File: config.mk
export PLATFORM = sky130hd
export DESIGN_NAME = zhxpu
export DESIGN_NICKNAME = d
export VERILOG_FILES = /design/src/common/cpu_pkg.sv /design/src/hw/zhxpu.sv /design/src/hw/unified_ram.sv /design/src/hw/core/pipe_reg.sv /design/src/hw/core/alu.sv /design/src/hw/core/register_file.sv /design/src/hw/core/decoder.sv /design/src/hw/core/fetch_unit.sv /design/src/hw/boot/bootloader.sv /design/src/hw/boot/flash_ctrl.sv
export SDC_FILE = /design/constraint.sdc
export NUM_CORES = 2
export LEC_CHECK = 0
export BUFFER_PORTS_ARGS = -buffer_cell sky130_fd_sc_hd__buf_2
export CORE_ASPECT_RATIO = 1.4
export CORE_UTILIZATION = 57
export CTS_BUF_LIST = sky130_fd_sc_hd__clkbuf_8 sky130_fd_sc_hd__clkbuf_16
export CTS_CLUSTER_DIAMETER = 200
export CTS_CLUSTER_SIZE = 30
export DETAILED_ROUTE_END_ITERATION = 8
export HOLD_SLACK_MARGIN = 0.15
export PLACE_DENSITY_LB_ADDON = 0.05
export SETUP_SLACK_MARGIN = 0.15
export SLEW_MARGIN = 20
export SYNTH_ARGS = -nofsm -noshare
export SYNTH_HDL_FRONTEND = slang
export SYNTH_HIERARCHICAL = 1
export SYNTH_SLANG_ARGS = --single-unit
export TNS_END_PERCENT = 1
File: constraint.sdc
create_clock -name clk -period 4.7 [get_ports clk]
set_input_delay 0.47 -clock clk [delete_from_list [all_inputs] [get_ports clk]]
set_output_delay 0.47 -clock clk [all_outputs]
set_load 0.1 [all_outputs]
File: src/common/cpu_pkg.sv
package cpu_pkg;

	localparam int word_w = 16;
	localparam int reg_addr_w = 3;
	localparam int ram_addr_w = 8;
	localparam int flash_addr_w = 22;

	// Boot image, copied word by word from the start of flash
	localparam int boot_words = 64;
	localparam int boot_cnt_w = $clog2(boot_words);
	localparam logic [flash_addr_w-1:0] boot_flash_base = '0;

	// Flash access time in clk cycles
	localparam int flash_wait = 3;
	localparam int flash_wait_w = $clog2(flash_wait + 1);

	// Instruction layout: op[15:11] rx[10:8] ry[7:5] rz[4:2]
	// imm8 is [7:0], imm5 is [4:0], imm11 is [10:0], all sign-extended
	typedef enum logic [4:0] {
		op_nop  = 5'd0,  // no operation
		op_li   = 5'd1,  // rx = imm8
		op_addi = 5'd2,  // rx = rx + imm8
		op_add  = 5'd3,  // rx = ry + rz
		op_sub  = 5'd4,  // rx = ry - rz
		op_and  = 5'd5,  // rx = ry & rz
		op_slt  = 5'd6,  // rx = (ry < rz) signed
		op_lw   = 5'd7,  // rx = mem[ry + imm5]
		op_sw   = 5'd8,  // mem[ry + imm5] = rx
		op_beqz = 5'd9,  // if rx == 0, pc = pc + 1 + imm8
		op_b    = 5'd10, // pc = pc + 1 + imm11
		op_halt = 5'd11
	} opcode_t;

	typedef enum logic [2:0] {
		alu_add    = 3'd0,
		alu_sub    = 3'd1,
		alu_and    = 3'd2,
		alu_slt    = 3'd3,
		alu_pass_b = 3'd4
	} alu_op_t;

	typedef struct packed {
		logic [word_w-1:0] pc;
		logic [word_w-1:0] instr;
	} if_id_t;

	typedef struct packed {
		alu_op_t alu_op;
		logic [word_w-1:0] a;
		logic [word_w-1:0] b;
		logic [word_w-1:0] store_data;
		logic mem_rd;
		logic mem_wr;
		logic reg_wr;
		logic [reg_addr_w-1:0] dest;
		logic halt;
	} id_exe_t;

	typedef struct packed {
		logic reg_wr;
		logic [reg_addr_w-1:0] dest;
		logic [word_w-1:0] value;
		logic halt;
	} exe_wb_t;

	typedef struct packed {
		logic valid;
		logic [reg_addr_w-1:0] rd;
		logic [word_w-1:0] value;
	} wb_trace_t;

endpackage
File: src/hw/zhxpu.sv
`timescale 1ns/1ps

module zhxpu import cpu_pkg::*; (
	input  logic clk,
	input  logic reset,
	output logic [flash_addr_w-1:0] flash_addr,
	input  logic [word_w-1:0] flash_data,
	output logic flash_ce_n,
	output logic flash_oe_n,
	output logic boot_done,
	output wb_trace_t trace,
	output logic halted
);

	logic boot_req;
	logic boot_ack;
	logic [flash_addr_w-1:0] boot_flash_addr;
	logic [word_w-1:0] boot_rdata;
	logic boot_we;
	logic [ram_addr_w-1:0] boot_addr;
	logic [word_w-1:0] boot_wdata;

	logic hold;
	logic [word_w-1:0] pc;
	logic [word_w-1:0] fetch_data;
	if_id_t if_d;
	if_id_t id;

	logic [reg_addr_w-1:0] rd_addr1;
	logic [reg_addr_w-1:0] rd_addr2;
	logic [word_w-1:0] rd_data1;
	logic [word_w-1:0] rd_data2;
	id_exe_t id_ctrl;
	logic branch_taken;
	logic [word_w-1:0] branch_target;
	logic halt_seen;

	id_exe_t exe;
	logic [word_w-1:0] alu_result;
	logic [word_w-1:0] exe_rdata;
	exe_wb_t wb_d;
	exe_wb_t wb;

// Boot
	bootloader __bootloader(
		.clk(clk),
		.reset(reset),
		.flash_req(boot_req),
		.flash_addr(boot_flash_addr),
		.flash_ack(boot_ack),
		.flash_rdata(boot_rdata),
		.boot_we(boot_we),
		.boot_addr(boot_addr),
		.boot_wdata(boot_wdata),
		.boot_done(boot_done)
	);

	flash_ctrl __flash_ctrl(
		.clk(clk),
		.reset(reset),
		.req(boot_req),
		.addr(boot_flash_addr),
		.ack(boot_ack),
		.rdata(boot_rdata),
		.flash_addr(flash_addr),
		.flash_data(flash_data),
		.flash_ce_n(flash_ce_n),
		.flash_oe_n(flash_oe_n)
	);

	unified_ram __unified_ram(
		.clk(clk),
		.boot_we(boot_we),
		.boot_addr(boot_addr),
		.boot_wdata(boot_wdata),
		.fetch_addr(pc),
		.fetch_data(fetch_data),
		.exe(exe),
		.exe_addr(alu_result),
		.exe_rdata(exe_rdata),
		.hold(hold)
	);

// IF
	fetch_unit __fetch_unit(
		.clk(clk),
		.reset(reset),
		.enable(boot_done),
		.hold(hold),
		.branch_taken(branch_taken),
		.branch_target(branch_target),
		.halt_seen(halt_seen),
		.pc(pc)
	);

	assign if_d = '{pc: pc, instr: fetch_data};

	pipe_reg #(.payload_t(if_id_t)) __if_id(
		.clk(clk),
		.reset(reset),
		.hold(hold),
		.bubble(!boot_done),
		.d(if_d),
		.q(id)
	);

// ID
	decoder __decoder(
		.id(id),
		.rd_addr1(rd_addr1),
		.rd_addr2(rd_addr2),
		.rd_data1(rd_data1),
		.rd_data2(rd_data2),
		.ctrl(id_ctrl),
		.branch_taken(branch_taken),
		.branch_target(branch_target),
		.halt_seen(halt_seen)
	);

	register_file __register_file(
		.clk(clk),
		.reset(reset),
		.rd_addr1(rd_addr1),
		.rd_addr2(rd_addr2),
		.rd_data1(rd_data1),
		.rd_data2(rd_data2),
		.wr(wb)
	);

	pipe_reg #(.payload_t(id_exe_t)) __id_exe(
		.clk(clk),
		.reset(reset),
		.hold(1'b0),
		.bubble(hold),
		.d(id_ctrl),
		.q(exe)
	);

// EXE
	alu __alu(
		.op(exe.alu_op),
		.a(exe.a),
		.b(exe.b),
		.result(alu_result)
	);

	assign wb_d = '{
		reg_wr: exe.reg_wr,
		dest: exe.dest,
		value: exe.mem_rd ? exe_rdata : alu_result,
		halt: exe.halt
	};

	// A halt parks in WB for good
	pipe_reg #(.payload_t(exe_wb_t)) __exe_wb(
		.clk(clk),
		.reset(reset),
		.hold(wb.halt),
		.bubble(1'b0),
		.d(wb_d),
		.q(wb)
	);

// WB
	assign trace = '{valid: wb.reg_wr, rd: wb.dest, value: wb.value};
	assign halted = wb.halt;

endmodule

File: src/hw/unified_ram.sv
`timescale 1ns/1ps

module unified_ram import cpu_pkg::*; (
	input  logic clk,
	input  logic boot_we,
	input  logic [ram_addr_w-1:0] boot_addr,
	input  logic [word_w-1:0] boot_wdata,
	input  logic [word_w-1:0] fetch_addr,
	output logic [word_w-1:0] fetch_data,
	input  id_exe_t exe,
	input  logic [word_w-1:0] exe_addr,
	output logic [word_w-1:0] exe_rdata,
	output logic hold
);

	logic [word_w-1:0] mem [2**ram_addr_w];
	logic [ram_addr_w-1:0] port_addr;
	logic [word_w-1:0] port_wdata;
	logic port_we;
	logic [word_w-1:0] port_rdata;

	// EXE takes the port from fetch for one cycle
	assign hold = exe.mem_rd | exe.mem_wr;

	always_comb begin
		if (boot_we) begin
			port_addr = boot_addr;
		end else if (hold) begin
			port_addr = exe_addr[ram_addr_w-1:0];
		end else begin
			port_addr = fetch_addr[ram_addr_w-1:0];
		end
	end

	assign port_wdata = boot_we ? boot_wdata : exe.store_data;
	assign port_we = boot_we | exe.mem_wr;

	always_ff @(posedge clk) begin
		if (port_we)
			mem[port_addr] <= port_wdata;
	end

	assign port_rdata = mem[port_addr];
	assign fetch_data = port_rdata;
	assign exe_rdata = port_rdata;

	// Pipeline must stay empty until the image is loaded
	a_no_exe_during_boot: assert property (@(posedge clk)
		boot_we |-> !hold);

endmodule

File: src/hw/core/pipe_reg.sv
`timescale 1ns/1ps

module pipe_reg #(
	parameter type payload_t = logic
) (
	input  logic clk,
	input  logic reset,
	input  logic hold,
	input  logic bubble,
	input  payload_t d,
	output payload_t q
);

	// All zeros decodes as a no-op with no writes
	always_ff @(posedge clk) begin
		if (reset || bubble) begin
			q <= '0;
		end else if (!hold) begin
			q <= d;
		end
	end

	a_no_hold_and_bubble: assert property (@(posedge clk) disable iff (reset)
		!(hold && bubble));

endmodule

File: src/hw/core/alu.sv
`timescale 1ns/1ps

module alu import cpu_pkg::*; (
	input  alu_op_t op,
	input  logic [word_w-1:0] a,
	input  logic [word_w-1:0] b,
	output logic [word_w-1:0] result
);

	always_comb begin
		case (op)
			// Also the lw/sw address
			alu_add: result = a + b;
			alu_sub: result = a - b;
			alu_and: result = a & b;
			alu_slt: result = ($signed(a) < $signed(b)) ? word_w'(1) : '0;
			alu_pass_b: result = b;
			default: result = '0;
		endcase
	end

endmodule

File: src/hw/core/register_file.sv
`timescale 1ns/1ps

module register_file import cpu_pkg::*; (
	input  logic clk,
	input  logic reset,
	input  logic [reg_addr_w-1:0] rd_addr1,
	input  logic [reg_addr_w-1:0] rd_addr2,
	output logic [word_w-1:0] rd_data1,
	output logic [word_w-1:0] rd_data2,
	input  exe_wb_t wr
);

	logic [word_w-1:0] regs [2**reg_addr_w];

	always_ff @(posedge clk) begin
		if (reset) begin
			regs <= '{default: '0};
		end else if (wr.reg_wr) begin
			regs[wr.dest] <= wr.value;
		end
	end

	// Write-back in the same cycle wins over the stored value
	assign rd_data1 = (wr.reg_wr && wr.dest == rd_addr1) ? wr.value : regs[rd_addr1];
	assign rd_data2 = (wr.reg_wr && wr.dest == rd_addr2) ? wr.value : regs[rd_addr2];

endmodule

File: src/hw/core/decoder.sv
`timescale 1ns/1ps

module decoder import cpu_pkg::*; (
	input  if_id_t id,
	output logic [reg_addr_w-1:0] rd_addr1,
	output logic [reg_addr_w-1:0] rd_addr2,
	input  logic [word_w-1:0] rd_data1,
	input  logic [word_w-1:0] rd_data2,
	output id_exe_t ctrl,
	output logic branch_taken,
	output logic [word_w-1:0] branch_target,
	output logic halt_seen
);

	opcode_t op;
	logic [reg_addr_w-1:0] rx;
	logic [reg_addr_w-1:0] ry;
	logic [reg_addr_w-1:0] rz;
	logic [word_w-1:0] imm8;
	logic [word_w-1:0] imm5;
	logic [word_w-1:0] imm11;

	assign op = opcode_t'(id.instr[15:11]);
	assign rx = id.instr[10:8];
	assign ry = id.instr[7:5];
	assign rz = id.instr[4:2];

	assign imm8 = {{(word_w - 8){id.instr[7]}}, id.instr[7:0]};
	assign imm5 = {{(word_w - 5){id.instr[4]}}, id.instr[4:0]};
	assign imm11 = {{(word_w - 11){id.instr[10]}}, id.instr[10:0]};

	// addi and beqz read rx, sw sends rx as store data
	assign rd_addr1 = (op == op_addi || op == op_beqz) ? rx : ry;
	assign rd_addr2 = (op == op_sw) ? rx : rz;

	assign branch_target = id.pc + word_w'(1) + ((op == op_b) ? imm11 : imm8);
	assign branch_taken = (op == op_b) || (op == op_beqz && rd_data1 == '0);
	assign halt_seen = (op == op_halt);

	always_comb begin
		ctrl = '0;
		ctrl.a = rd_data1;
		ctrl.b = rd_data2;
		ctrl.dest = rx;
		case (op)
			op_li: begin
				ctrl.alu_op = alu_pass_b;
				ctrl.b = imm8;
				ctrl.reg_wr = 1'b1;
			end
			op_addi: begin
				ctrl.b = imm8;
				ctrl.reg_wr = 1'b1;
			end
			op_add, op_sub, op_and, op_slt: begin
				ctrl.alu_op = (op == op_add) ? alu_add :
				              (op == op_sub) ? alu_sub :
				              (op == op_and) ? alu_and : alu_slt;
				ctrl.reg_wr = 1'b1;
			end
			op_lw: begin
				ctrl.b = imm5;
				ctrl.mem_rd = 1'b1;
				ctrl.reg_wr = 1'b1;
			end
			op_sw: begin
				ctrl.b = imm5;
				ctrl.store_data = rd_data2;
				ctrl.mem_wr = 1'b1;
			end
			op_halt: ctrl.halt = 1'b1;
			default: ctrl = '0;
		endcase
	end

endmodule

File: src/hw/core/fetch_unit.sv
`timescale 1ns/1ps

module fetch_unit import cpu_pkg::*; (
	input  logic clk,
	input  logic reset,
	input  logic enable,
	input  logic hold,
	input  logic branch_taken,
	input  logic [word_w-1:0] branch_target,
	input  logic halt_seen,
	output logic [word_w-1:0] pc
);

	logic frozen;
	logic pend_valid;
	logic [word_w-1:0] pend_target;

	always_ff @(posedge clk) begin
		if (reset) begin
			pc <= '0;
			frozen <= 1'b0;
			pend_valid <= 1'b0;
		end else if (enable && !frozen) begin
			if (halt_seen) begin
				frozen <= 1'b1;
			end else if (hold) begin
				pend_valid <= pend_valid | branch_taken;
			end else if (pend_valid) begin
				pc <= pend_target;
				pend_valid <= 1'b0;
			end else if (branch_taken) begin
				pc <= branch_target;
			end else begin
				pc <= pc + 1'b1;
			end
		end
	end

	// Redirect seen while RAM is busy with EXE
	always_ff @(posedge clk) begin
		if (hold && branch_taken)
			pend_target <= branch_target;
	end

endmodule

File: src/hw/boot/bootloader.sv
`timescale 1ns/1ps

module bootloader import cpu_pkg::*; (
	input  logic clk,
	input  logic reset,
	output logic flash_req,
	output logic [flash_addr_w-1:0] flash_addr,
	input  logic flash_ack,
	input  logic [word_w-1:0] flash_rdata,
	output logic boot_we,
	output logic [ram_addr_w-1:0] boot_addr,
	output logic [word_w-1:0] boot_wdata,
	output logic boot_done
);

	typedef enum logic [1:0] {st_request, st_wait_ack, st_wait_release, st_done} state_t;

	state_t state;
	logic [boot_cnt_w-1:0] word_cnt;

	always_ff @(posedge clk) begin
		if (reset) begin
			state <= st_request;
			flash_req <= 1'b0;
			word_cnt <= '0;
			boot_done <= 1'b0;
		end else begin
			case (state)
				st_request: if (!flash_ack) begin
					flash_req <= 1'b1;
					state <= st_wait_ack;
				end
				st_wait_ack: if (flash_ack) begin
					flash_req <= 1'b0;
					state <= st_wait_release;
				end
				st_wait_release: if (!flash_ack) begin
					if (word_cnt == boot_cnt_w'(boot_words - 1)) begin
						boot_done <= 1'b1;
						state <= st_done;
					end else begin
						// Next word, address moves with the new request
						word_cnt <= word_cnt + 1'b1;
						flash_req <= 1'b1;
						state <= st_wait_ack;
					end
				end
				default: state <= st_done;
			endcase
		end
	end

	assign flash_addr = boot_flash_base + flash_addr_w'(word_cnt);

	// One RAM write per word, in the ack cycle
	assign boot_we = (state == st_wait_ack) && flash_ack;
	assign boot_addr = ram_addr_w'(word_cnt);
	assign boot_wdata = flash_rdata;

	a_req_after_ack_low: assert property (@(posedge clk) disable iff (reset)
		$rose(flash_req) |-> !flash_ack);

endmodule

File: src/hw/boot/flash_ctrl.sv
`timescale 1ns/1ps

module flash_ctrl import cpu_pkg::*; (
	input  logic clk,
	input  logic reset,
	input  logic req,
	input  logic [flash_addr_w-1:0] addr,
	output logic ack,
	output logic [word_w-1:0] rdata,
	output logic [flash_addr_w-1:0] flash_addr,
	input  logic [word_w-1:0] flash_data,
	output logic flash_ce_n,
	output logic flash_oe_n
);

	typedef enum logic [1:0] {st_idle, st_wait, st_ack, st_release} state_t;

	state_t state;
	logic [flash_wait_w-1:0] wait_cnt;
	logic wait_last;

	assign wait_last = (wait_cnt == flash_wait_w'(flash_wait - 1));

	always_ff @(posedge clk) begin
		if (reset) begin
			state <= st_idle;
			ack <= 1'b0;
			flash_ce_n <= 1'b1;
			flash_oe_n <= 1'b1;
			wait_cnt <= '0;
		end else begin
			case (state)
				st_idle: if (req) begin
					flash_ce_n <= 1'b0;
					flash_oe_n <= 1'b0;
					wait_cnt <= '0;
					state <= st_wait;
				end
				st_wait: if (wait_last) begin
					ack <= 1'b1;
					state <= st_ack;
				end else begin
					wait_cnt <= wait_cnt + 1'b1;
				end
				// Hold data until the requester lets go
				st_ack: if (!req) begin
					flash_ce_n <= 1'b1;
					flash_oe_n <= 1'b1;
					ack <= 1'b0;
					state <= st_release;
				end
				// Bus turnaround before the next read
				default: state <= st_idle;
			endcase
		end
	end

	always_ff @(posedge clk) begin
		if (state == st_idle && req)
			flash_addr <= addr;
		if (state == st_wait && wait_last)
			rdata <= flash_data;
	end

	a_addr_stable: assert property (@(posedge clk) disable iff (reset)
		req && $past(req) |-> addr == $past(addr));

endmodule

# After elaboration in Yosys (flattened, before gate mapping)
# Memory sizes are Yosys's and may differ from the RTL's.
# Index checks and enable logic that the tools add are counted.
# word_totals
memories	1
inputBits	18
word_cells	194
register_bits	311
out_inout_bits	46
ram_bits	4096
# op_classes
muxes	58
n_bitwise	13
n_eq_ne	31
magnitude_cmp	5
addsub	7
reduce_logical	42
# mem_list
name	words	width	read_ports	rd_clocked_by_memory_dff	wr	line_no	rtl
__unified_ram.mem	256	16	1	0	1	unified_ram.sv:16	logic [word_w-1:0] mem [2**ram_addr_w];
# op_table
op	count
$mux 16	12
$bwmux 128	1
$bmux 16 s3	2
$pmux 16 s5	1
$demux 16 s3	1
$pmux 16 s3	1
$add 16x1->16 const B	2
$add 16x16->16	2
$reduce_and 3->1	8
$eq 5x3->1 const B	4
$eq 5x4->1 const B	4
$mux 1	18
$mux 2	9
$and 16x16->16	1
$logic_not 16->1	1
$lt 16x16->1	1
$mux 8	2
$sub 16x16->16	1
$ge 4x4->1 const B	3
$mux 3	4
$ne 2x2->1 const B	6
$not 3->4	3
$pmux 2 s3	2
$eq 5x2->1 const B	2
other kinds (32)	65

# Longest topological paths before layout
# logic_depth
ltp_word	13
depth_mapped	27
depth_no_buf	21

# Hierarchy
# Netlist, hierarchy kept.
# modules_own_cells
module	cells_each	area_each_um2	instances
unified_ram	11389	163121.4	1
register_file	747	7312.0	1
pipe_reg (__id_exe)	189	2079.5	1
alu	287	1951.9	1
fetch_unit	174	1725.4	1
flash_ctrl	89	1565.3	1
decoder	213	1482.7	1
pipe_reg (__if_id)	105	1156.1	1
pipe_reg (__exe_wb)	69	760.7	1
bootloader	92	752.0	1
zhxpu	20	256.5	1

# Worst setup path after synthesis
# Ideal clock, no wire load.
# synth_timing
path_type	reg-to-reg
from	register __if_id/q[15] in the netlist's numbering
to	register __fetch_unit.pend_target[0], enable pin
stages_incl_launch_ff	18
n_path_buf	6
setup_ps	374
arrival_ps	4484
required_time_ps	4326
setup_slack_ps	-158
cell_sequence	dfxtp_1 buf_1 nor2_1 nand2_1 mux2_2 buf_6 buf_6 xnor2_1 nand4_1 buf_4 mux2_4 or4b_1 nor3_1 nand4_1 a21oi_1 clkbuf_1 clkbuf_1 and2_1
# synth_via
elab_chain_len	12
# synth_lines
item	line_no	rtl
from (decl)	pipe_reg.sv:11	output payload_t q
from (signal assigned)	pipe_reg.sv:17	q <= '0;
from (signal assigned)	pipe_reg.sv:19	q <= d;
$eq 5x2->1 or $eq 5x4->1 (tied branches)	decoder.sv:33	assign rd_addr1 = (op == op_addi || op == op_beqz) ? rx : ry;
$logic_or 1x1->1 (*)	decoder.sv:33	
$mux 3 (*)	decoder.sv:33	
named net rd_addr1[0]	zhxpu.sv:29	logic [reg_addr_w-1:0] rd_addr1;
$not 3->4 (implied by the code)	register_file.sv:24	assign rd_data1 = (wr.reg_wr && wr.dest == rd_addr1) ? wr.value : regs[rd_addr1];
$bmux 16 s3	register_file.sv:24	
$mux 16 (implied by the code) (2 in series)	register_file.sv:24	
$mux 16 (*)	register_file.sv:24	
named net rd_data1[11]	zhxpu.sv:31	logic [word_w-1:0] rd_data1;
$logic_not 16->1 (*)	decoder.sv:37	assign branch_taken = (op == op_b) || (op == op_beqz && rd_data1 == '0);
$logic_and 1x1->1 (*)	decoder.sv:37	
$logic_or 1x1->1 (*)	decoder.sv:37	
named net branch_taken	zhxpu.sv:34	logic branch_taken;
$logic_and 1x1->1 (*)	fetch_unit.sv:41	if (hold && branch_taken)
to (signal assigned)	fetch_unit.sv:42	pend_target <= branch_target;
to (decl)	fetch_unit.sv:16	logic [word_w-1:0] pend_target;
# Mark *: on every way through the listed nets, which the timed path passes. The rest lies on a longest branch. The select of a mux whose other input is x is not followed.
# A chain may end at the register's enable or synchronous reset.

==> out/metrics.yaml <==
status: "complete, but fails checks"
violations: "design-rule violations, negative setup slack"
cts_made_buffers: 172
required_ns: 5.54
worst_setup_path_start_kind: "flop"
initial_utilization: 0.573
rsz0062_at_grt: "yes"
yosys_warnings: 6
ios: 64
place.gp.congestion: 0.998
grt_pass1_vias: 116000
die_height_um: 668
setup_violations: 3596
wl_met2_um: 290000
relSlewSlack: 0.162
worstMarginPinSlew_ns: 1.25
vias_per_cell: 6.53
drtPass1Iterations: 8
maxCapViolCount: 0
rows: 244
cts.root.buffer_cell: "clkbuf_16"
power_density_nw_per_um2: 291
grt_max_degree: 112
syn_inst: 13200
met1_length_um: 222000
final_common_cell: "edfxtp_1"
tns_ns: -638.55
worst_slack_ns: -1.35
topRoutingLayerUsed: "met5"
p_leak_uw: 0.0749
cp_max_fo: 16
clkTransAtPathRegs_ns: 0.13
wl_um: 612000
num_vias: 121000
hold_viol: 0
hpwl_um: 401000
clk_path_buf_depth: 4
drive_gt1_frac: 0.188
synth_area_um2: 181000
finalNetCount: 14400
ir_drop_v: 0.000475
hold_class: "in -> reg"
stdcell_area_um2: 211000
dr_wl_met3_um: 55100
dieArea_um2: 319000
cp_data_arrival_time_ns: 6.89
crit_path_end_kind: "flop"
design.core.area_um2: 315000
final.min_clock_period_ns: 6.05
drv_slew: 0
fmax_ghz: 0.165
grt-ovfl-total: 0
io_buffers: 63
drc: 48
gr-usage-all-layers: 0.378
clock_latency_ns: 0.99
fin_crit_sh: 1.29
placed_cell_area_um2: 201000
htreeDepth: 4
grt_pass1_wl_um: 857000
cts_num_sinks: 4399
worst-setup-path-type: "reg -> reg"
antenna_found_initial: 22
cts_tree: "built"
antenna_left: 0
wl_per_cell_um: 33.0
area_growth_pct: 17.1
synth.avg_cell_area_um2: 13.7
mostFrequentLayoutCells: "edfxtp_1 (4142), nand2_1 (2842), nand3_1 (1244), buf_4 (1192), mux2i_1 (783)"
drt_iter0_drc: 15100
clock-skew-final_ns: 0.0828
die_w_um: 478
-- registers in the layout, indices dropped and copies added (netlist names), 6 cells and up --
register and count:
__id_exe/q 58, __flash_ctrl/rdata 16, __if_id/q 24, __fetch_unit/pend_target 8
__exe_wb/q 21, __flash_ctrl/flash_addr 22, __unified_ram/mem 4096, __register_file/regs 128
__fetch_unit/pc 8, __bootloader/word_cnt 6
-- report_power, final --
| group | leakage, uW | internal (uW) | switching [uW] |
|---|---|---|---|
| Combinational | 0.0360 | 168 | 482 |
| Clock | 0.00227 | 6770 | 11900 |
| Sequential | 0.0365 | 42200 | 18.6 |
| Total | 0.0749 | 49100 | 12400 |
-- cell type report --
| class | count | area [um2] |
|---|---|---|
| Sequential cell | 4399 | 130000 |
| Fill cell | 22400 | 104000 |
| Tap cell | 4182 | 5230 |
| Clock buffer | 174 | 4350 |
| Multi-Input combinational cell | 7741 | 49600 |
| Antenna cell | 9 | 22.5 |
| Timing Repair Buffer | 1935 | 22300 |
| Clock inverter | 23 | 151 |
| Inverter | 59 | 221 |
-- path summary, 6_finish.rpt --
path,from,end,slack [ns],cells past startpoint
worst max-delay path,__id_exe/q[25]$_SDFFE_PP0N_,__exe_wb/q[13]$_SDFFE_PP0N_,-1.35,27
worst min-delay path,flash_data[6],__flash_ctrl/rdata[6]$_DFFE_PP_,0.21,2
worst max register to register,__id_exe/q[25]$_SDFFE_PP0N_,__exe_wb/q[13]$_SDFFE_PP0N_,-1.35,27
worst min register to register,__register_file/regs[38]$_SDFFE_PP0P_,__register_file/regs[38]$_SDFFE_PP0P_,0.47,2
-- worst max-delay path, stage by stage (launching register included) --
cell,delay (ns)
dfxtp_2,0.36
inv_2,0.04
ha_4,0.21
nor2b_2,0.16
o2111a_2,0.28
o21bai_4,0.16
a21o_1,0.20
a21oi_2,0.08
a211o_1,0.31
o2111ai_4,0.14
o21a_4,0.29
o31ai_4,0.09
buf_12,0.19
buf_12,0.16
buf_12,0.16
buf_4,0.19
a2111oi_4,0.34
a211oi_2,0.08
buf_4,0.19
nand3_1,0.12
nand4_1,0.52
buf_12,0.34
a22oi_1,0.14
nand4_1,0.38
buf_6,0.29
mux2_4,0.26
mux2i_1,0.14
nor2_1,0.06
-- stage by stage --
stage | setup slack (ns) | power [uW] | util | cells | hold WS (ns)
after detailed placement | -2.97 | 43700 | 0.636 | 18100 | 0.454
after global routing | -1.45 | 62500 | 0.670 | 18500 | 0.199
after global placement | -3.94 | 43700 | 0.636 | 18100 | 0.445
after CTS | -1.20 | 61300 | 0.664 | 18500 | 0.151
after floorplan | -0.0834 | 43500 | - | 13200 | 0.440
final | -1.35 | 61600 | 0.671 | 18500 | 0.212
-- what timing repair did --
item	4_1_cts	5_1_grt
cloned	27	9
setup buffers	112	47
endpoints found under the setup margin	4137	4143
pin swaps	88	81
hold buffers	19	0
endpoints found under the hold margin	25	0
resized for setup	472	290
-- layer usage --
metal  GRT usage  vias up
li1            -    51700
met3      0.0657     1342
met4       0.230       16
met5           0        -
met1       0.481    61200
met2       0.608     6532
Note: power is estimated with default switching activity, not from simulation.
